**src/PECfg.sv**
```systemverilog
package PECfg;

    // ==================================================================
    // data words
    // ==================================================================
    // input pixel and filter weight, both signed
    typedef logic signed [7:0]  tPixel;
    typedef logic signed [7:0]  tWeight;

    // wide enough for MAX_PCH * MAX_R full-scale products
    typedef logic signed [23:0] tPsum;

    // ==================================================================
    // run configuration limits
    // ==================================================================
    localparam int MAX_PCH = 4;
    localparam int MAX_R   = 4;
    localparam int MAX_PM  = 4;
    localparam int MAX_TW  = 8;

    // each field runs from 1 up to its limit
    typedef logic [2:0] tConfPch;
    typedef logic [2:0] tConfR;
    typedef logic [2:0] tConfPm;
    typedef logic [3:0] tConfTw;

    // ==================================================================
    // scratchpad sizing
    // ==================================================================
    // one full input row per channel
    localparam int IN_DEPTH = MAX_PCH * (MAX_TW + MAX_R - 1);
    // every filter, channel and tap
    localparam int W_DEPTH  = MAX_PM * MAX_PCH * MAX_R;

endpackage

```
**src/PECtlCfg.sv**
```systemverilog
package PECtlCfg;

    // ==================================================================
    // run state machine
    // ==================================================================
    // IDLE   waits for the start pulse
    // LOAD   fills both pads from the load streams
    // WORK   issues one address pair per cycle
    // STALL  holds address issue and the read pipeline
    // DRAIN  flushes the pipeline and waits for the last ack
    typedef enum logic [2:0] {
        IDLE,
        LOAD,
        WORK,
        STALL,
        DRAIN
    } tRunState;

    // ==================================================================
    // pad addresses
    // ==================================================================
    // input pad holds up to 44 pixels
    typedef logic [5:0] tInAddr;

    // weight pad holds up to 64 weights
    typedef logic [5:0] tWAddr;

endpackage

```
**src/DataPathController.sv**
```systemverilog
module DataPathController #(
    parameter int IN_DEPTH = PECfg::IN_DEPTH,
    parameter int W_DEPTH  = PECfg::W_DEPTH
) (
    input  logic             i_clk,
    input  logic             i_arstN,
    // run control
    input  logic             i_start,
    input  logic             i_stall,
    // configuration
    input  PECfg::tConfPch   i_confPch,
    input  PECfg::tConfR     i_confR,
    input  PECfg::tConfPm    i_confPm,
    input  PECfg::tConfTw    i_confTw,
    // load streams
    input  logic             i_inRdy,
    input  logic             i_wRdy,
    output logic             o_inAck,
    output logic             o_wAck,
    // pad fill
    input  logic             i_inFull,
    input  logic             i_wFull,
    output logic             o_padClear,
    output logic [6:0]       o_inFill,
    output logic [6:0]       o_wFill,
    // pad read
    output PECtlCfg::tInAddr o_inAddr,
    output PECtlCfg::tWAddr  o_wAddr,
    output logic             o_rdEn,
    // MAC control
    output logic             o_sumFirst,
    output logic             o_sumLast,
    output logic             o_macEn,
    input  logic             i_bufBusy,
    // status
    output logic             o_busy
);

    localparam int LoopW = 4;

    PECtlCfg::tRunState state;
    PECtlCfg::tRunState stateNxt;

    logic [LoopW-1:0] loopBound [4];
    logic [LoopW-1:0] loopIdx [4];
    logic [3:0]       loopEnd;
    logic [LoopW-1:0] idxR;
    logic [LoopW-1:0] idxCh;
    logic [LoopW-1:0] idxM;
    logic [LoopW-1:0] idxW;

    logic [6:0] inRow;
    logic [6:0] inFillRaw;
    logic [6:0] wFillRaw;
    logic [6:0] inAddrFull;
    logic [6:0] wAddrFull;

    logic adv;
    logic issue;
    logic sumStart;
    logic sumEnd;
    logic runEnd;
    // read stage flags, aligned with the pad read data
    logic valid1;
    logic first1;
    logic last1;

    // ==================================================================
    // fill counts and addresses
    // ==================================================================
    assign inRow     = 7'(i_confTw) + 7'(i_confR) - 7'd1;
    assign inFillRaw = 7'(i_confPch) * inRow;
    assign wFillRaw  = 7'(i_confPm) * 7'(i_confPch) * 7'(i_confR);

    // out-of-range configs are clipped to the pad size
    assign o_inFill = (inFillRaw > 7'(IN_DEPTH)) ? 7'(IN_DEPTH) : inFillRaw;
    assign o_wFill  = (wFillRaw > 7'(W_DEPTH)) ? 7'(W_DEPTH) : wFillRaw;

    // r innermost, then ch, m and output column w
    assign loopBound[0] = LoopW'(i_confR);
    assign loopBound[1] = LoopW'(i_confPch);
    assign loopBound[2] = LoopW'(i_confPm);
    assign loopBound[3] = LoopW'(i_confTw);

    assign idxR  = loopIdx[0];
    assign idxCh = loopIdx[1];
    assign idxM  = loopIdx[2];
    assign idxW  = loopIdx[3];

    assign inAddrFull = 7'(idxCh) * inRow + 7'(idxW) + 7'(idxR);
    assign wAddrFull  = (7'(idxM) * 7'(i_confPch) + 7'(idxCh)) * 7'(i_confR) + 7'(idxR);
    assign o_inAddr   = PECtlCfg::tInAddr'(inAddrFull);
    assign o_wAddr    = PECtlCfg::tWAddr'(wAddrFull);

    assign sumStart = (idxR == '0) && (idxCh == '0);
    assign sumEnd   = loopEnd[0] & loopEnd[1];
    assign runEnd   = &loopEnd;

    LoopCounter #(
        .NDepth(4),
        .IdxW  (LoopW)
    ) loop0 (
        .i_clk  (i_clk),
        .i_arstN(i_arstN),
        .i_clear(o_padClear),
        .i_step (issue),
        .i_bound(loopBound),
        .o_idx  (loopIdx),
        .o_end  (loopEnd)
    );

    // ==================================================================
    // run state machine
    // ==================================================================
    always_comb begin
        stateNxt = state;
        case (state)
            PECtlCfg::IDLE: begin
                if (i_start) begin
                    stateNxt = PECtlCfg::LOAD;
                end
            end
            PECtlCfg::LOAD: begin
                if (i_inFull && i_wFull) begin
                    stateNxt = PECtlCfg::WORK;
                end
            end
            PECtlCfg::WORK: begin
                if (i_stall) begin
                    stateNxt = PECtlCfg::STALL;
                end else if (issue && runEnd) begin
                    stateNxt = PECtlCfg::DRAIN;
                end
            end
            PECtlCfg::STALL: begin
                if (!i_stall) begin
                    stateNxt = PECtlCfg::WORK;
                end
            end
            PECtlCfg::DRAIN: begin
                // last sum has reached the buffer and been taken
                if (!valid1 && !i_bufBusy) begin
                    stateNxt = PECtlCfg::IDLE;
                end
            end
            default: begin
                stateNxt = PECtlCfg::IDLE;
            end
        endcase
    end

    always_ff @(posedge i_clk or negedge i_arstN) begin
        if (!i_arstN) begin
            state <= PECtlCfg::IDLE;
        end else begin
            state <= stateNxt;
        end
    end

    // a new sum waits for the output buffer, else the sum ahead of it is lost
    always_comb begin
        case (state)
            PECtlCfg::WORK:  adv = !i_stall && !(sumStart && i_bufBusy);
            PECtlCfg::DRAIN: adv = !i_bufBusy;
            default:         adv = 1'b0;
        endcase
    end

    assign issue      = (state == PECtlCfg::WORK) && adv;
    assign o_padClear = (state == PECtlCfg::IDLE) && i_start;
    assign o_inAck    = (state == PECtlCfg::LOAD) && !i_inFull && i_inRdy;
    assign o_wAck     = (state == PECtlCfg::LOAD) && !i_wFull && i_wRdy;
    assign o_busy     = (state != PECtlCfg::IDLE);

    // ==================================================================
    // read stage flags
    // ==================================================================
    always_ff @(posedge i_clk or negedge i_arstN) begin
        if (!i_arstN) begin
            valid1 <= 1'b0;
            first1 <= 1'b0;
            last1  <= 1'b0;
        end else if (o_padClear) begin
            valid1 <= 1'b0;
            first1 <= 1'b0;
            last1  <= 1'b0;
        end else if (adv) begin
            valid1 <= issue;
            first1 <= sumStart;
            last1  <= sumEnd;
        end
    end

    assign o_rdEn     = issue;
    assign o_macEn    = adv && valid1;
    assign o_sumFirst = first1;
    assign o_sumLast  = last1;

endmodule

```
**src/LoopCounter.sv**
```systemverilog
module LoopCounter #(
    parameter int NDepth = 4,
    parameter int IdxW   = 4
) (
    input  logic              i_clk,
    input  logic              i_arstN,
    input  logic              i_clear,
    input  logic              i_step,
    input  logic [IdxW-1:0]   i_bound [NDepth],
    output logic [IdxW-1:0]   o_idx [NDepth],
    output logic [NDepth-1:0] o_end
);

    // level i may move only when every inner level wraps
    logic [NDepth-1:0] carry;

    // ==================================================================
    // end flags and carry chain
    // ==================================================================
    always_comb begin
        for (int i = 0; i < NDepth; i++) begin
            o_end[i] = (o_idx[i] == i_bound[i] - 1'b1);
        end
    end

    always_comb begin
        carry[0] = 1'b1;
        for (int i = 1; i < NDepth; i++) begin
            carry[i] = carry[i-1] & o_end[i-1];
        end
    end

    // ==================================================================
    // index registers
    // ==================================================================
    always_ff @(posedge i_clk or negedge i_arstN) begin
        if (!i_arstN) begin
            for (int i = 0; i < NDepth; i++) begin
                o_idx[i] <= '0;
            end
        end else if (i_clear) begin
            for (int i = 0; i < NDepth; i++) begin
                o_idx[i] <= '0;
            end
        end else if (i_step) begin
            for (int i = 0; i < NDepth; i++) begin
                if (carry[i]) begin
                    // wrap at bound - 1, otherwise count up
                    if (o_end[i]) begin
                        o_idx[i] <= '0;
                    end else begin
                        o_idx[i] <= o_idx[i] + 1'b1;
                    end
                end
            end
        end
    end

endmodule

```
**src/MacUnit.sv**
```systemverilog
module MacUnit (
    input  logic          i_clk,
    input  logic          i_arstN,
    // product stream from the pads
    input  logic          i_en,
    input  logic          i_first,
    input  logic          i_last,
    input  PECfg::tPixel  i_pixel,
    input  PECfg::tWeight i_weight,
    // output buffer and psum stream
    output logic          o_bufBusy,
    output logic          o_psumRdy,
    output PECfg::tPsum   o_psumData,
    input  logic          i_psumAck
);

    PECfg::tPsum product;
    PECfg::tPsum acc;
    PECfg::tPsum sumNxt;

    // ==================================================================
    // multiply and accumulate
    // ==================================================================
    // operands widen to the psum width before the multiply
    assign product = i_pixel * i_weight;

    // first product of a sum starts from zero
    assign sumNxt = (i_first ? PECfg::tPsum'(0) : acc) + product;

    always_ff @(posedge i_clk) begin
        if (i_en) begin
            acc <= sumNxt;
        end
    end

    // ==================================================================
    // one-entry output buffer
    // ==================================================================
    // value stays put until the sink acks it
    always_ff @(posedge i_clk) begin
        if (i_en && i_last) begin
            o_psumData <= sumNxt;
        end
    end

    always_ff @(posedge i_clk or negedge i_arstN) begin
        if (!i_arstN) begin
            o_psumRdy <= 1'b0;
        end else if (i_en && i_last) begin
            o_psumRdy <= 1'b1;
        end else if (i_psumAck) begin
            o_psumRdy <= 1'b0;
        end
    end

    // controller holds the next sum while this is high
    assign o_bufBusy = o_psumRdy;

endmodule

```
**src/ProcessingElement.sv**
```systemverilog
module ProcessingElement #(
    parameter int IN_DEPTH = PECfg::IN_DEPTH,
    parameter int W_DEPTH  = PECfg::W_DEPTH
) (
    input  logic            i_clk,
    input  logic            i_arstN,
    // run control
    input  logic            i_start,
    input  logic            i_stall,
    // configuration
    input  PECfg::tConfPch  i_confPch,
    input  PECfg::tConfR    i_confR,
    input  PECfg::tConfPm   i_confPm,
    input  PECfg::tConfTw   i_confTw,
    // input pixel stream
    input  logic            i_inRdy,
    input  PECfg::tPixel    i_inData,
    output logic            o_inAck,
    // weight stream
    input  logic            i_wRdy,
    input  PECfg::tWeight   i_wData,
    output logic            o_wAck,
    // psum stream
    output logic            o_psumRdy,
    output PECfg::tPsum     o_psumData,
    input  logic            i_psumAck,
    output logic            o_busy
);

    logic             inFull;
    logic             wFull;
    logic             padClear;
    logic [6:0]       inFill;
    logic [6:0]       wFill;
    PECtlCfg::tInAddr inAddr;
    PECtlCfg::tWAddr  wAddr;
    logic             rdEn;
    logic             sumFirst;
    logic             sumLast;
    logic             macEn;
    logic             bufBusy;
    PECfg::tPixel     pixel;
    PECfg::tWeight    weight;

    DataPathController #(
        .IN_DEPTH(IN_DEPTH),
        .W_DEPTH (W_DEPTH)
    ) ctl0 (
        .i_clk     (i_clk),
        .i_arstN   (i_arstN),
        .i_start   (i_start),
        .i_stall   (i_stall),
        .i_confPch (i_confPch),
        .i_confR   (i_confR),
        .i_confPm  (i_confPm),
        .i_confTw  (i_confTw),
        .i_inRdy   (i_inRdy),
        .i_wRdy    (i_wRdy),
        .o_inAck   (o_inAck),
        .o_wAck    (o_wAck),
        .i_inFull  (inFull),
        .i_wFull   (wFull),
        .o_padClear(padClear),
        .o_inFill  (inFill),
        .o_wFill   (wFill),
        .o_inAddr  (inAddr),
        .o_wAddr   (wAddr),
        .o_rdEn    (rdEn),
        .o_sumFirst(sumFirst),
        .o_sumLast (sumLast),
        .o_macEn   (macEn),
        .i_bufBusy (bufBusy),
        .o_busy    (o_busy)
    );

    // ack is only raised while rdy is high, so ack alone marks a transfer
    ScratchPad #(
        .tEntry(PECfg::tPixel),
        .DEPTH (IN_DEPTH),
        .AddrW ($bits(PECtlCfg::tInAddr))
    ) inPad0 (
        .i_clk      (i_clk),
        .i_arstN    (i_arstN),
        .i_clear    (padClear),
        .i_wrEn     (o_inAck),
        .i_wrData   (i_inData),
        .i_fillCount(inFill),
        .o_full     (inFull),
        .i_rdEn     (rdEn),
        .i_rdAddr   (inAddr),
        .o_rdData   (pixel)
    );

    ScratchPad #(
        .tEntry(PECfg::tWeight),
        .DEPTH (W_DEPTH),
        .AddrW ($bits(PECtlCfg::tWAddr))
    ) wPad0 (
        .i_clk      (i_clk),
        .i_arstN    (i_arstN),
        .i_clear    (padClear),
        .i_wrEn     (o_wAck),
        .i_wrData   (i_wData),
        .i_fillCount(wFill),
        .o_full     (wFull),
        .i_rdEn     (rdEn),
        .i_rdAddr   (wAddr),
        .o_rdData   (weight)
    );

    MacUnit mac0 (
        .i_clk     (i_clk),
        .i_arstN   (i_arstN),
        .i_en      (macEn),
        .i_first   (sumFirst),
        .i_last    (sumLast),
        .i_pixel   (pixel),
        .i_weight  (weight),
        .o_bufBusy (bufBusy),
        .o_psumRdy (o_psumRdy),
        .o_psumData(o_psumData),
        .i_psumAck (i_psumAck)
    );

endmodule

```
**src/ScratchPad.sv**
```systemverilog
module ScratchPad #(
    parameter type tEntry = logic [7:0],
    parameter int  DEPTH  = 16,
    parameter int  AddrW  = 4
) (
    input  logic             i_clk,
    input  logic             i_arstN,
    input  logic             i_clear,
    // sequential fill
    input  logic             i_wrEn,
    input  tEntry            i_wrData,
    input  logic [AddrW:0]   i_fillCount,
    output logic             o_full,
    // registered read
    input  logic             i_rdEn,
    input  logic [AddrW-1:0] i_rdAddr,
    output tEntry            o_rdData
);

    tEntry          mem [DEPTH];
    // one bit wider than the address so a full pad is reachable
    logic [AddrW:0] wrPtr;

    assign o_full = (wrPtr == i_fillCount);

    // ==================================================================
    // write side
    // ==================================================================
    always_ff @(posedge i_clk or negedge i_arstN) begin
        if (!i_arstN) begin
            wrPtr <= '0;
        end else if (i_clear) begin
            wrPtr <= '0;
        end else if (i_wrEn && !o_full) begin
            wrPtr <= wrPtr + 1'b1;
        end
    end

    always_ff @(posedge i_clk) begin
        if (i_wrEn && !o_full) begin
            mem[wrPtr[AddrW-1:0]] <= i_wrData;
        end
    end

    // ==================================================================
    // read side
    // ==================================================================
    // data holds while i_rdEn is low, which freezes the pipeline
    always_ff @(posedge i_clk) begin
        if (i_rdEn) begin
            o_rdData <= mem[i_rdAddr];
        end
    end

endmodule

```
**config.mk**
```make
export PLATFORM = sky130hd
export DESIGN_NAME = ProcessingElement
export DESIGN_NICKNAME = d
export VERILOG_FILES = /design/src/PECfg.sv /design/src/PECtlCfg.sv /design/src/DataPathController.sv /design/src/LoopCounter.sv /design/src/MacUnit.sv /design/src/ProcessingElement.sv /design/src/ScratchPad.sv
export SDC_FILE = /design/constraint.sdc
export NUM_CORES = 1
export LEC_CHECK = 0
export ABC_AREA = 1
export BUFFER_PORTS_ARGS = -buffer_cell sky130_fd_sc_hd__buf_2
export CAP_MARGIN = 10
export CORE_ASPECT_RATIO = 1.75
export CORE_MARGIN = 2
export CORE_UTILIZATION = 40
export DETAILED_ROUTE_END_ITERATION = 12
export SYNTH_ARGS = -nofsm -noshare
export SYNTH_HDL_FRONTEND = slang
export SYNTH_SLANG_ARGS = --single-unit
export TNS_END_PERCENT = 1
```
**constraint.sdc**
```tcl
create_clock -name i_clk -period 10.49 [get_ports i_clk]
set_input_delay 1.049 -clock i_clk [delete_from_list [all_inputs] [get_ports i_clk]]
set_output_delay 1.049 -clock i_clk [all_outputs]
set_load 0.05 [all_outputs]
```
Word-level counts from Yosys, hierarchy flattened

Memory sizes are Yosys's and may differ from the RTL's. A register that Yosys moved wholly into a read port is not among the register bits.
Index checks and enable logic that the tools add are counted.

Mux-type cells: 36
Bitwise logic cells: 2
$lt $le $gt $ge: 2
Add/sub/neg operators: 17
Eq/ne operators: 15
Reduce and logical (&&, ||, !) cells: 39
Multipliers: 7

Operators by type and width:

| cell                | count |
|---|---|
| $mux 7              | 6 |
| $mux 16             | 2 |
| $mux 4              | 7 |
| $add 24x24->24      | 1 |
| $mux 24             | 1 |
| $add 6x4->6         | 3 |
| $mux 3              | 6 |
| $add 4x1->4 const B | 4 |
| $eq 4x4->1          | 4 |
| $logic_and 1x1->1   | 16 |
| $mul 8x8->16        | 1 |
| $reduce_bool 2->1   | 8 |
| $pmux 3 s5          | 1 |
| $add 7x1->7 const B | 2 |
| $eq 7x7->1          | 2 |
| $mux 1              | 12 |
| $sub 3x1->4 const B | 3 |
| $logic_not 4->1     | 2 |
| $add 7x4->7         | 1 |
| $gt 7x6->1 const B  | 1 |
| $gt 7x7->1 const B  | 1 |
| $mul 3x7->7         | 1 |
| $mul 4x3->7         | 1 |
| $mul 4x7->6         | 1 |
| other kinds (20)    | 31 |

Memory bits (writable): 864
Input port bits: 36
Logic and storage cells: 133
Memories kept: 2
Output and inout port bits: 28
Flip-flop bits (word level): 85

Memories:

| memory     | words | bits a word | read ports | clocked after Yosys merged registers in | write ports | line             | RTL |
|---|---|---|---|---|---|---|---|
| wPad0.mem  | 64    | 8           | 1          | 1                                       | 1           | ScratchPad.sv:20 | `tEntry mem [DEPTH];` |
| inPad0.mem | 44    | 8           | 1          | 1                                       | 1           | ScratchPad.sv:20 |  |

Depth between registers and ports, before layout

Gate-level depths: netlist of the first run.

Depth in word-level cells: 12
Gate-level depth with buffers: 34
Depth with buffers taken out: 33

By module

A second synthesis of the first run with hierarchy kept.

Cells, all modules: 4589
Area total of the unflattened synthesis: 48247.5 sq um

Modules (own cells, without submodules):

| module               | sequential area each (sq um) | cells each | times used | area each (sq um) |
|---|---|---|---|---|
| ScratchPad at wPad0  | 15790.1                      | 1884       | 1          | 21936.0 |
| ScratchPad at inPad0 | 10985.5                      | 1290       | 1          | 15245.9 |
| MacUnit              | 1466.4                       | 678        | 1          | 6298.5 |
| DataPathController   | 150.1                        | 509        | 1          | 3305.7 |
| LoopCounter          | 400.4                        | 228        | 1          | 1461.4 |

Least setup slack after synthesis of the first run

No wires, ideal clock.

Kind: input-to-output
Start point: input i_confPch[2]
End point: output o_wAck
Data required time: 9.441 ns
Setup slack: 3.918 ns
Stages: 26
Data arrival time: 5.523 ns
Buffers on the path: 3
Cell sequence: clkbuf_1 > clkbuf_1 > nand2_1 > fa_1 > inv_1 > ha_1 > inv_1 > fa_1 > inv_1 > nand2_1 > fa_1 > fa_1 > or2_2 > nand2_1 > a21oi_1 > xnor2_1 > xnor2_1 > inv_2 > nand2_2 > nand2_1 > o21ai_1 > nor2_1 > nand3_2 > nand3_2 > inv_2 > buf_6

Cells in the longest elaborated chain, start to end: 8

Ends and longest elaborated chain:

| item                             | line                      | RTL |
|---|---|---|
| start, declared                  | ProcessingElement.sv:11   | `input PECfg::tConfPch i_confPch,` |
| $mul 3x3->6 *                    | DataPathController.sv:73  | `assign wFillRaw = 7'(i_confPm) * 7'(i_confPch) * 7'(i_confR);` |
| $mul 6x3->7 *                    | DataPathController.sv:73  |  |
| $gt 7x7->1                       | DataPathController.sv:77  | `assign o_wFill = (wFillRaw > 7'(W_DEPTH)) ? 7'(W_DEPTH) : wFillRaw;` |
| $mux 7 *                         | DataPathController.sv:77  |  |
| $eq 7x7->1 *                     | ScratchPad.sv:24          | `assign o_full = (wrPtr == i_fillCount);` |
| $logic_not 1->1 *                | DataPathController.sv:172 | `assign o_wAck = (state == PECtlCfg::LOAD) && !i_wFull && i_wRdy;` |
| $logic_and 1x1->1 * (2 in a row) | DataPathController.sv:172 |  |
| end, declared                    | ProcessingElement.sv:22   | `output logic o_wAck,` |

Every way passes the cells marked *; elsewhere a longest branch is shown, timed or not.

Worst setup path after layout of the first run

Same ends and word-level chain as after synthesis.

==> summary.md, run 1 <==
| Metric | Value |
|---|---|
| Kind of path behind the tightest hold check | in -> async |
| Number of buffers created by CTS | 86 |
| Half-perimeter wire length of the detailed placement result | 76.8 mm |
| Transition time at the pin with the least slew margin | 1210 ps |
| Synthesized netlist net count | 4125 |
| Final setup vio count | 0 |
| Combined area of all synthesized cells | 45100 µm² |
| Clock period minus final worst setup slack | 7390 ps |
| Drt initial violations | 2073 |
| Clock transition at the register clock pins on the worst setup and hold paths after CTS | 70 ps |
| Most used routing layer | met2 |
| Top_reg_cell synth | sky130_fd_sc_hd__edfxtp_1 |
| Resize count post-CTS | 0 |
| Final cycle utilization of the critical path | 70.4% |
| Met2 Usage GRT | 39.7% |
| Path type of the worst setup path | in -> out |
| Routability-driven placement congestion ratio | 0.870 |
| Via-per-instance ratio | 5.46 |
| Vias in the first global route | 30680 |
| Filler cell count | 10377 |
| Fraction of the yosys area taken by sequential cells | 63.9% |
| Final TNS setup | 0 ps |
| Fin nets | 4107 |
| Area of the die | 116000 µm² |
| Async set-reset flop share out of synthesis | 3.83% |
| Result of the run | finished clean |
| Max Transition Viols Final | 0 |
| Crit-path max FO | 15 |
| Setup repair after global routing missed its margin | false |
| Max Clk Rate | 135 MHz |
| Core region area | 112000 µm² |
| Maximum number of pins on one net before global-route repair | 130 |
| Maximum buffer depth of the clock tree | 3 |
| Later-pin clock latency in the skew report | 690 ps |
| Number of buffer cells added on primary ports | 63 |
| Starting Density | 40.1% |
| Root buffer cell | sky130_fd_sc_hd__clkbuf_16 |
| X dimension of the die | 258 µm |
| Total number of vias | 29616 |
| Library cells used by synthesis | 52 |
| Number of post-CTS setup repair buffers | 0 |
| Post-synthesis average cell area | 11.6 µm² |
| First-pass GRT wire length | 180 mm |
| Average wire per cell in the routed design | 21.8 µm |
| Number of routed nets with antenna violations | 0 |
| Combined global-route utilization of all metal layers | 20.5% |
| Top cell type by total area after synthesis | sky130_fd_sc_hd__edfxtp_1 |
| Number of detailed-routing iterations run before antenna repair | 6 |
| Fraction of post-synthesis cell area in the top cell type by area | 61.8% |
| Launching element type of the critical path | input pin |
| Biggest area contributors in the synthesized netlist | sky130_fd_sc_hd__edfxtp_1 62%, sky130_fd_sc_hd__o21ai_0 5.6%, sky130_fd_sc_hd__nor2_1 5.6% |
| Met1 track utilization from global routing | 21.0% |
| Area growth syn-to-layout | 10.1% |
| Crit path required time | 9440 ps |
| Gr ovfl total | 0 |
| Worst Reg-to-Reg Cells | 27 |
| Top post-synthesis cells by count | 928 x sky130_fd_sc_hd__edfxtp_1, 673 x sky130_fd_sc_hd__nor2_1, 508 x sky130_fd_sc_hd__o21ai_0 |
| Number of remaining DRC errors | 0 |
| Global routing met3 resource utilization | 2.43% |
| Wire length after detailed routing | 118 mm |
| CTS tree | done |
| Final Hold Viols | 0 |
| Headroom to the max-slew limit | 19.1% |
| # hold bufs at CTS | 0 |
| Height of the die | 448 µm |
| H-Tree Level Count | 3 |
| Number of synthesized flops with an enable pin | 928 |
| Number of warnings issued by yosys | 0 |
| Post-route clock skew | 36.0 ps |
| Library cell with the highest instance count after synthesis | sky130_fd_sc_hd__edfxtp_1 |
| Num Clock Sinks | 965 |
| Fraction of layout cells with a size suffix above 1 | 7.77% |
| Initial antenna violation count | 3 |
| Critical path endpoint category | output port |
| Syn Inst Count | 3890 |
| Arr. time, crit path | 6340 ps |
| Placement Rows | 163 |
| Total of max-cap violations | 0 |
| Flip-flop and latch count after synthesis | 965 |
| I/O pins | 64 |
-- worst max-delay path: stages --
cell                      delay (ps)
sky130_fd_sc_hd__buf_2           270
sky130_fd_sc_hd__nand2_1         130
sky130_fd_sc_hd__fa_1            560
sky130_fd_sc_hd__inv_1            40
sky130_fd_sc_hd__ha_1            210
sky130_fd_sc_hd__inv_1            70
sky130_fd_sc_hd__fa_1            410
sky130_fd_sc_hd__inv_1           110
sky130_fd_sc_hd__nand2_1          80
sky130_fd_sc_hd__fa_1            510
sky130_fd_sc_hd__fa_1            460
sky130_fd_sc_hd__or2_2           320
sky130_fd_sc_hd__nand2_1          60
sky130_fd_sc_hd__a21oi_1          60
sky130_fd_sc_hd__xnor2_1         180
sky130_fd_sc_hd__xnor2_1         180
sky130_fd_sc_hd__inv_2            70
sky130_fd_sc_hd__nand2_2         110
sky130_fd_sc_hd__nand2_1          80
sky130_fd_sc_hd__o21ai_1         130
sky130_fd_sc_hd__nor2_1           70
sky130_fd_sc_hd__nand3_2         100
sky130_fd_sc_hd__nand3_2         310
sky130_fd_sc_hd__inv_2           340
sky130_fd_sc_hd__buf_2           400
-- path summary, 6_finish.rpt --
kind,from,end,slack (ps)
hold / removal,i_arstN,ctl0.loop0.o_idx[4]$_DFFE_PN0P_,490
min in group i_clk,inPad0.wrPtr[6]$_DFFE_PN0P_,inPad0.wrPtr[6]$_DFFE_PN0P_,570
max in group asynchronous,i_arstN,inPad0.wrPtr[0]$_DFFE_PN0P_,9380
hold reg to reg,inPad0.wrPtr[6]$_DFFE_PN0P_,inPad0.wrPtr[6]$_DFFE_PN0P_,570
setup reg to reg,wPad0.o_rdData[7]$_DFFE_PP_,mac0.o_psumData[23]$_DFFE_PP_,3900
setup / recovery,i_confPch[2],o_wAck,3100
-- kinds of logic after synthesis --
group,synth area share (%)
simple gates,11.1
flops,63.9
compound gates,11.6
buf+inv,4.56
fa+ha+maj,7.06
xor+xnor,1.76
mux,0.0222
-- final cells by class --
cell class	instances	area [µm²]	share of cell area (%)
sequential	965	28800	58.0
clock buffer	102	2250	4.54
antenna	2	5.00	0.0101
clock inverter	53	541	1.09
inverter	325	1230	2.48
multi-input combinational	2390	14300	28.8
tap	1485	1860	3.74
timing repair buffer	104	628	1.27
-- layout by cell type (no fill, tap or decap), drive strengths merged, types with 2 or more instances in the layout --
| cell | netlist | final |
|---|---|---|
| a21o | 12 | 12 |
| a21oi | 79 | 79 |
| a311oi | 4 | 4 |
| a31oi | 24 | 24 |
| a32o | 9 | 9 |
| buf | 17 | 104 |
| bufinv | 0 | 8 |
| clkbuf | 193 | 102 |
| clkinv | 5 | 44 |
| clkinvlp | 0 | 5 |
| dfrtp | 37 | 37 |
| diode | 0 | 2 |
| edfxtp | 928 | 928 |
| fa | 92 | 92 |
| ha | 107 | 107 |
| inv | 320 | 321 |
| nand2 | 342 | 342 |
| nand3 | 133 | 133 |
| nand4 | 17 | 17 |
| nor2 | 682 | 682 |
| nor3 | 23 | 23 |
| nor4 | 4 | 4 |
| o211ai | 22 | 22 |
| o21a | 2 | 2 |
| o21ai | 519 | 519 |
| o21bai | 5 | 5 |
| o221ai | 129 | 129 |
| o22ai | 75 | 75 |
| or2 | 12 | 12 |
| xnor2 | 34 | 34 |
| xor2 | 55 | 55 |
-- metal layers --
metal | vias to the layer above | share of wire, %
met3 | 288 | 4.1
met2 | 853 | 55
met4 | 2 | 6.0
li1 | 13762 | -
met5 | - | 0.011
met1 | 14711 | 35
-- sequential cells by signal (all words and copies together), names as in the netlist --
register / count
ctl0.loop0.o_idx: 16
ctl0.o_sumFirst: 1
ctl0.o_sumLast: 1
ctl0.state: 3
ctl0.valid1: 1
inPad0.mem: 352
inPad0.o_rdData: 8
inPad0.wrPtr: 7
mac0.acc: 24
mac0.o_bufBusy: 1
mac0.o_psumData: 24
wPad0.mem: 512
wPad0.o_rdData: 8
wPad0.wrPtr: 7
-- per-stage QoR --
stage	hold slack (ps)	instances	cell area (µm²)	setup slack, ps	util (%)
3_3_place_gp	558	5269	46800	3040	41.7
4_1_cts	487	5424	49600	3090	44.2
2_1_floorplan	472	3890	45100	3920	-
3_5_place_dp	562	5269	46800	2920	41.7
5_1_grt	533	5424	49600	2740	44.2
6_report	492	5426	49600	3100	44.2
Power of run 1 is not shown: default switching activity piles up to over one toggle a cycle in this logic, so the estimate is an artifact.
==> run 2, diff against run 1 <==
ABC_AREA = 0   (was 1)
clock period = 6.9 ns   (was 10.49 ns; I/O delays follow)
==> run 2 against run 1 <==
  * Core utilization increased by 1.5 points
  * Critical path type unchanged
  * Cell count decreased by 22%
  * Wire length decreased by 11%
  * First-iteration DRC count decreased by 30%
  * Clock skew decreased by 11 ps
==> summary.md, run 2 <==
| Metric | Value |
|---|---|
| Fraction of the yosys area taken by sequential cells | 65.3% |
| Family with the most delay on the worst path | adder cells |
| Critical path endpoint category | output port |
| Crit path required time | 6210 ps |
| Filler cell count | 9408 |
| Post-route worst hold slack | 161 ps |
| Area growth syn-to-layout | 13.6% |
| Crit-path max FO | 16 |
| Total of max-cap violations | 0 |
| Routability-driven placement congestion ratio | 0.823 |
| Fin cells | 4225 |
| Root buffer cell | sky130_fd_sc_hd__clkbuf_16 |
| H-Tree Level Count | 3 |
| Syn Inst Count | 2499 |
| CTS tree | done |
| Final Hold Viols | 0 |
| Most common library cell in the layout ignoring fill and taps | sky130_fd_sc_hd__edfxtp_1 |
| Launching element type of the critical path | input pin |
| Leakage power of the design | 17.2 nW |
| Final setup vio count | 0 |
| Final cycle utilization of the critical path | 96.1% |
| Clock period minus final worst setup slack | 6630 ps |
| Cell total after placement | 4058 |
| Half-perimeter wire length of the detailed placement result | 73.1 mm |
| Post-route clock skew | 24.9 ps |
| Placement Rows | 161 |
| Core region area | 110000 µm² |
| Headroom to the max-slew limit | 28.7% |
| Worst-path cell chain | clkbuf_4 -> ha_1 -> fa_1 -> inv_1 -> ha_1 -> nand2_1 -> nor2_1 -> xor2_2 -> nand2_1 -> fa_1 -> inv_1 -> ha_1 -> nor2b_1 -> o21a_1 -> nor3_1 -> nor2_1 -> or3_1 -> a31o_1 -> a311o_1 -> o21ai_4 -> inv_2 -> buf_2 |
| Async set-reset flop share out of synthesis | 3.83% |
| Number of buffers created by CTS | 86 |
| Starting Density | 40.2% |
| Biggest area contributors in the synthesized netlist | sky130_fd_sc_hd__edfxtp_1 63%, sky130_fd_sc_hd__mux4_2 14%, sky130_fd_sc_hd__fa_1 4.2% |
| I/O pins | 64 |
| Result of the run | finished clean |
| Combined area of all synthesized cells | 44100 µm² |
| Fin nets | 2921 |
| Library cells used by synthesis | 71 |
| Maximum number of pins on one net before global-route repair | 67 |
| Top cell type by total area after synthesis | sky130_fd_sc_hd__edfxtp_1 |
| Wire length after detailed routing | 105 mm |
| Final TNS setup | 0 ps |
| First-pass GRT wire length | 159 mm |
| Top post-synthesis cells by count | 928 x sky130_fd_sc_hd__edfxtp_1, 280 x sky130_fd_sc_hd__mux4_2, 155 x sky130_fd_sc_hd__inv_1 |
| Arr. time, crit path | 5940 ps |
| Total number of vias | 22936 |
| Initial antenna violation count | 1 |
| Max Clk Rate | 151 MHz |
| Kind of path behind the tightest hold check | in -> async |
| Later-pin clock latency in the skew report | 700 ps |
| Number of detailed-routing iterations run before antenna repair | 5 |
| Post-route design area | 50100 µm² |
| Fraction of layout cells with a size suffix above 1 | 24.5% |
| Library cell with the highest instance count after synthesis | sky130_fd_sc_hd__edfxtp_1 |
| Drt initial violations | 1457 |
| Maximum buffer depth of the clock tree | 3 |
| Max incr delay on CP | 510 ps |
| Number of synthesized flops with an enable pin | 928 |
| Number of warnings issued by yosys | 0 |
| Buf+Inv Stages, Crit Path | 5 |
| Utilization of the core after routing | 45.7% |
| Post-synthesis average cell area | 17.6 µm² |
| Gr ovfl total | 0 |
| Cell with the most instances on the worst path | sky130_fd_sc_hd__ha_1 |
| Top_reg_cell synth | sky130_fd_sc_hd__edfxtp_1 |
| # hold bufs at CTS | 0 |
| Num Clock Sinks | 965 |
| Vias in the first global route | 25107 |
| Flip-flop and latch count after synthesis | 965 |
| Peak VDD IR | 0.395 mV |
| Placed Area | 47100 µm² |
| Via-per-instance ratio | 5.43 |
| Max Transition Viols Final | 0 |
| Synthesized netlist net count | 2734 |
| Setup repair after global routing missed its margin | false |
| Number of buffer cells added on primary ports | 63 |
| Max FFs per register | 512 |
| Transition time at the pin with the least slew margin | 1070 ps |
| Areal power density over the cells | 451 nW/µm² |
| Path type of the worst setup path | in -> out |
| Combined global-route utilization of all metal layers | 19.1% |
| Fraction of post-synthesis cell area in the top cell type by area | 63.2% |
| X dimension of the die | 255 µm |
| Number of routed nets with antenna violations | 0 |
| Most frequent cells in the layout | 928 x sky130_fd_sc_hd__edfxtp_1, 280 x sky130_fd_sc_hd__mux4_2, 155 x sky130_fd_sc_hd__inv_1 |
| Clock transition at the register clock pins on the worst setup and hold paths after CTS | 70 ps |
| Height of the die | 443 µm |
| Average wire per cell in the routed design | 24.9 µm |
| Critical-path top delay cell | sky130_fd_sc_hd__fa_1 |
| Number of remaining DRC errors | 0 |
| Area of the die | 113000 µm² |
run 2: cell types whose count changed in the layout (fill, tap and decap cells not counted), moves of 67 or more:
cell,change
sky130_fd_sc_hd__nand3_1,-96
sky130_fd_sc_hd__inv_1,-151
sky130_fd_sc_hd__mux4_2,+280
sky130_fd_sc_hd__and2_1,+67
sky130_fd_sc_hd__nor2_1,-544
sky130_fd_sc_hd__nand2_1,-225
sky130_fd_sc_hd__o21ai_0,-479
sky130_fd_sc_hd__buf_4,+94
sky130_fd_sc_hd__o22ai_1,-75
sky130_fd_sc_hd__o221ai_1,-129
run 2: metrics by stage:
stage | power, W | worst slack (ps)
floorplan | 0.0142 | 354
global placement | 0.0177 | 203
detailed placement | 0.0179 | 8.50
CTS | 0.0229 | 180
global route | 0.0234 | 11.4
finish | 0.0226 | 270
run 2: layout make-up:
| type | count | area [µm²] | area share (%) |
|---|---|---|---|
| Sequential cell | 965 | 28800 | 57.5 |
| Inverter | 156 | 586 | 1.17 |
| Tap cell | 1467 | 1840 | 3.66 |
| Clock buffer | 102 | 2270 | 4.54 |
| Clock inverter | 56 | 621 | 1.24 |
| Timing Repair Buffer | 209 | 1530 | 3.05 |
| Antenna cell | 2 | 5.00 | 0.00999 |
| Multi-Input combinational cell | 1268 | 14400 | 28.8 |
run 2: kinds of logic (layout without fill, tap and decap cells):
kind of cell | after synthesis | in the layout | share of synthesized area (%)
and+or+nand+nor | 495 | 495 | 5.73
buffers and inverters | 266 | 523 | 2.34
adders and majority gates | 199 | 199 | 7.21
xor gates and xnor gates | 98 | 98 | 2.01
muxes | 295 | 295 | 14.7
AOI/OAI and AO/OA | 181 | 181 | 2.75
DFF | 965 | 965 | 65.3
other | 0 | 2 | 0
run 2: power by group:
part | internal [W] | switching, W | total, W | leakage [nW]
combinational | 0.00513 | 0.00546 | 0.0106 | 6.95
clock | 0.00277 | 0.00221 | 0.00498 | 1.42
sequential | 0.00680 | 0.000211 | 0.00701 | 8.83
run 2: path summary, 6_finish.rpt:
kind	slack (ps)	to	cells after the start	start
max in group asynchronous	6090	ctl0.loop0.o_idx[11]$_DFFE_PN0P_	1	i_arstN
max	270	o_inAck	22	i_confR[0]
max reg2reg	490	mac0.acc[20]$_DFFE_PP_	25	inPad0.o_rdData[5]$_DFFE_PP_
min reg2reg	500	ctl0.o_sumLast$_DFFE_PN0P_	2	ctl0.o_sumLast$_DFFE_PN0P_
min	160	ctl0.loop0.o_idx[4]$_DFFE_PN0P_	1	i_arstN
min in group i_clk	350	mac0.o_bufBusy$_DFFE_PN0P_	3	i_psumAck
run 2: worst reg2reg max path, stage by stage (launching register included):
cell and delay [ps]:
sky130_fd_sc_hd__edfxtp_1 580, sky130_fd_sc_hd__and2_1 260, sky130_fd_sc_hd__fa_1 530, sky130_fd_sc_hd__inv_1 50, sky130_fd_sc_hd__fa_1 540, sky130_fd_sc_hd__inv_1 60
sky130_fd_sc_hd__fa_1 480, sky130_fd_sc_hd__inv_1 50, sky130_fd_sc_hd__fa_1 480, sky130_fd_sc_hd__inv_1 40, sky130_fd_sc_hd__ha_1 310, sky130_fd_sc_hd__a21oi_1 220
sky130_fd_sc_hd__o21bai_1 90, sky130_fd_sc_hd__a21oi_1 220, sky130_fd_sc_hd__o21bai_1 90, sky130_fd_sc_hd__a21oi_1 230, sky130_fd_sc_hd__o21bai_1 90, sky130_fd_sc_hd__a21oi_1 170
sky130_fd_sc_hd__xnor2_1 90, sky130_fd_sc_hd__ha_1 370, sky130_fd_sc_hd__and3_1 200, sky130_fd_sc_hd__a21oi_1 120, sky130_fd_sc_hd__o21ai_0 230, sky130_fd_sc_hd__a41oi_1 390
sky130_fd_sc_hd__o21bai_1 110, sky130_fd_sc_hd__xor2_1 170
run 2: timing repair:
action / in CTS / in global routing
endpoints found under the setup margin: 0 / 3
hold endpoints to repair: 0 / 0
gates resized for setup: 0 / 3
setup buffers: 0 / 7
run 2: routing by layer:
layer  GRT usage [%]  vias up  wire, µm
li1                -    10107         -
met1            20.3    12142     37000
met2            37.6      526     61100
met3            2.09      161      3410
met4            7.45        0      3860
met5               0        -         0
No activity file was read; power rests on OpenSTA's default activity.
==> run 3, diff against run 2 <==
--- a/config.mk
+++ b/config.mk
@@ -10,7 +10,7 @@
 export CAP_MARGIN = 10
 export CORE_ASPECT_RATIO = 1.75
-export CORE_MARGIN = 2
-export CORE_UTILIZATION = 40
+export CORE_UTILIZATION = 60
 export DETAILED_ROUTE_END_ITERATION = 12
+export PLACE_DENSITY = 0.76
 export SYNTH_ARGS = -nofsm -noshare
 export SYNTH_HDL_FRONTEND = slang
==> constraint.sdc (replaced) <==
create_clock -name i_clk -period 6.9 [get_ports i_clk]
set_input_delay 0.69 -clock i_clk [delete_from_list [all_inputs] [get_ports i_clk]]
set_output_delay 0.69 -clock i_clk [all_outputs]
set_load 0.01 [all_outputs]
==> run 3 against run 2 <==
  * The flow now finishes with violations (DRC)
  * Sequential cell count did not move
  * Combinational power about the same
  * Global-route usage increased by 9.4 points
  * Count of clock-buffer cells in the layout up 5
  * Critical endpoint unchanged
  * Highest routed layer unchanged
==> summary.md, run 3 (synthesis gave the netlist of run 2 again) <==
| Metric | Value |
|---|---|
| Number of detailed-routing iterations run before antenna repair | 12 |
| Setup repair after global routing missed its margin | false |
| Family with the most delay on the worst path | adder cells |
| Post-route clock skew | 29.4 ps |
| Total number of vias | 23638 |
| Initial antenna violation count | 1 |
| Combined global-route utilization of all metal layers | 28.5% |
| Crit path required time | 6210 ps |
| Kind of path behind the tightest hold check | in -> async |
| Starting Density | 60.6% |
| Number of routed nets with antenna violations | 0 |
| Clock transition at the register clock pins on the worst setup and hold paths after CTS | 70 ps |
| Routability-driven placement congestion ratio | 0.889 |
| Transition time at the pin with the least slew margin | 1260 ps |
| Most frequent cells in the layout | 928 x sky130_fd_sc_hd__edfxtp_1, 280 x sky130_fd_sc_hd__mux4_2, 155 x sky130_fd_sc_hd__inv_1 |
| Arr. time, crit path | 5940 ps |
| Vias in the first global route | 25293 |
| Fin nets | 2912 |
| Final setup vio count | 0 |
| Half-perimeter wire length of the detailed placement result | 69.2 mm |
| Leakage power of the design | 17.1 nW |
| Path type of the worst setup path | in -> out |
| Critical-path top delay cell | sky130_fd_sc_hd__fa_1 |
| Result of the run | finished, violations left |
| Filler cell count | 4699 |
| Core region area | 72800 µm² |
| Clock period minus final worst setup slack | 6630 ps |
| I/O pins | 64 |
| Post-route worst hold slack | 219 ps |
| Final Hold Viols | 0 |
| Headroom to the max-slew limit | 15.9% |
| Met2 Usage GRT | 51.2% |
| Number of buffers created by CTS | 83 |
| Areal power density over the cells | 452 nW/µm² |
| Maximum number of pins on one net before global-route repair | 67 |
| Via-per-instance ratio | 6.44 |
| Cell with the most instances on the worst path | sky130_fd_sc_hd__ha_1 |
| Area of the die | 74600 µm² |
| Most common library cell in the layout ignoring fill and taps | sky130_fd_sc_hd__edfxtp_1 |
| H-Tree Level Count | 3 |
| Height of the die | 361 µm |
| Num Clock Sinks | 965 |
| Max Transition Viols Final | 0 |
| Wire length after detailed routing | 102 mm |
| Area growth syn-to-layout | 11.5% |
| First-pass GRT wire length | 154 mm |
| Final cycle utilization of the critical path | 96.1% |
| Met1 track utilization from global routing | 30.8% |
| Critical path endpoint category | output port |
| Average wire per cell in the routed design | 27.6 µm |
| Buf+Inv Stages, Crit Path | 6 |
| Final TNS setup | 0 ps |
| Worst-path cell chain | buf_2 -> ha_1 -> fa_1 -> inv_1 -> ha_1 -> nand2_1 -> nor2_1 -> xor2_2 -> nand2_1 -> fa_1 -> inv_1 -> ha_1 -> nor2b_1 -> o21a_1 -> nor3_1 -> nor2_1 -> or3_1 -> a31o_1 -> a311o_1 -> o21ai_4 -> buf_6 -> inv_2 -> buf_2 |
| Number of buffer cells added on primary ports | 63 |
| Max Clk Rate | 151 MHz |
| Global routing met3 resource utilization | 3.47% |
| Later-pin clock latency in the skew report | 660 ps |
| X dimension of the die | 207 µm |
| Max FFs per register | 512 |
| Peak VDD IR | 0.869 mV |
| Drt initial violations | 2061 |
| Sequential cell area | 28800 µm² |
| Launching element type of the critical path | input pin |
| Number of remaining DRC errors | 4 |
| Maximum buffer depth of the clock tree | 3 |
| Most used routing layer | met2 |
| Max incr delay on CP | 510 ps |
| Root buffer cell | sky130_fd_sc_hd__clkbuf_16 |
| Fraction of layout cells with a size suffix above 1 | 23.8% |
| Violations in the final reports | DRC |
| Total of max-cap violations | 0 |
| Crit-path max FO | 22 |
| Multi-input logic area | 14400 µm² |
| Gr ovfl total | 0 |
| Placement Rows | 131 |
| CTS tree | done |
[run 3: changes by cell type in the layout (fill, tap and decap cells not counted), moves of 2 or more]
cell,delta
sky130_fd_sc_hd__clkbuf_1,+9
sky130_fd_sc_hd__nor4_2,-3
sky130_fd_sc_hd__inv_6,-5
sky130_fd_sc_hd__nor4_1,+3
sky130_fd_sc_hd__clkbuf_16,-3
sky130_fd_sc_hd__buf_2,+3
sky130_fd_sc_hd__buf_4,-7
sky130_fd_sc_hd__clkinvlp_4,+3
sky130_fd_sc_hd__clkinv_1,-4
sky130_fd_sc_hd__clkinv_2,-10
sky130_fd_sc_hd__buf_12,-3
sky130_fd_sc_hd__inv_16,-2
[run 3: cell type report]
cell class | count | area share, %
diodes | 2 | 0.0102
clock buffers | 107 | 4.51
multi-input cells | 1268 | 29.4
repair buffers | 203 | 2.92
inverters | 156 | 1.19
flip-flops and latches | 965 | 58.6
clock inverters | 41 | 1.08
well taps | 931 | 2.37
[run 3: stage by stage]
stage / cell area (µm²) / std cells / total power, W / setup slack, ps / utilization [%]
3_3_place_gp: 46400 / 3519 / 0.0173 / 51.8 / 63.7
2_1_floorplan: 44100 / 2499 / 0.0142 / 354 / -
5_1_grt: 49200 / 3672 / 0.0230 / 42.9 / 67.6
3_5_place_dp: 46400 / 3521 / 0.0175 / 32.7 / 63.7
6_report: 49200 / 3673 / 0.0222 / 270 / 67.6
4_1_cts: 49100 / 3669 / 0.0223 / 172 / 67.5
[run 3: final timing paths]
path	startpoint	endpoint	slack [ps]	cells after the start
max	i_confTw[0]	o_inAck	270	23
min	i_arstN	ctl0.loop0.o_idx[3]$_DFFE_PN0P_	220	1
max reg2reg	inPad0.o_rdData[5]$_DFFE_PP_	mac0.acc[22]$_DFFE_PP_	490	25
min reg2reg	ctl0.o_sumFirst$_DFFE_PN0P_	ctl0.o_sumFirst$_DFFE_PN0P_	530	2
max in group asynchronous	i_arstN	ctl0.loop0.o_idx[12]$_DFFE_PN0P_	6000	1
min in group i_clk	i_psumAck	mac0.o_bufBusy$_DFFE_PN0P_	360	3
[run 3: worst register-to-register path, delay by kind of cell (launching register included)]
family          cells  cell delay, ps
xor+xnor            2             200
simple gates        2             460
flops               1             580
buf+inv             4             200
compound gates     11            2020
fa+ha+maj           6            2690
[run 3: power by group]
| group | total, W | internal [W] | leakage (nW) | switching [W] |
|---|---|---|---|---|
| Combinational | 0.0105 | 0.00509 | 6.91 | 0.00539 |
| Sequential | 0.00699 | 0.00680 | 8.83 | 0.000191 |
| Clock | 0.00477 | 0.00267 | 1.31 | 0.00210 |
[run 3: timing repair]
| action | in CTS | in global routing |
|---|---|---|
| setup endpoints to repair | 0 | 3 |
| gates resized for setup | 0 | 4 |
| hold buffers | 0 | 0 |
| setup buffers | 0 | 1 |
[run 3: per-layer routing]
| layer | up-vias | share of wire, % |
|---|---|---|
| met4 | 0 | 7.6 |
| met2 | 961 | 55 |
| met1 | 12271 | 32 |
| li1 | 10076 | - |
| met3 | 330 | 5.4 |
| met5 | - | 0 |
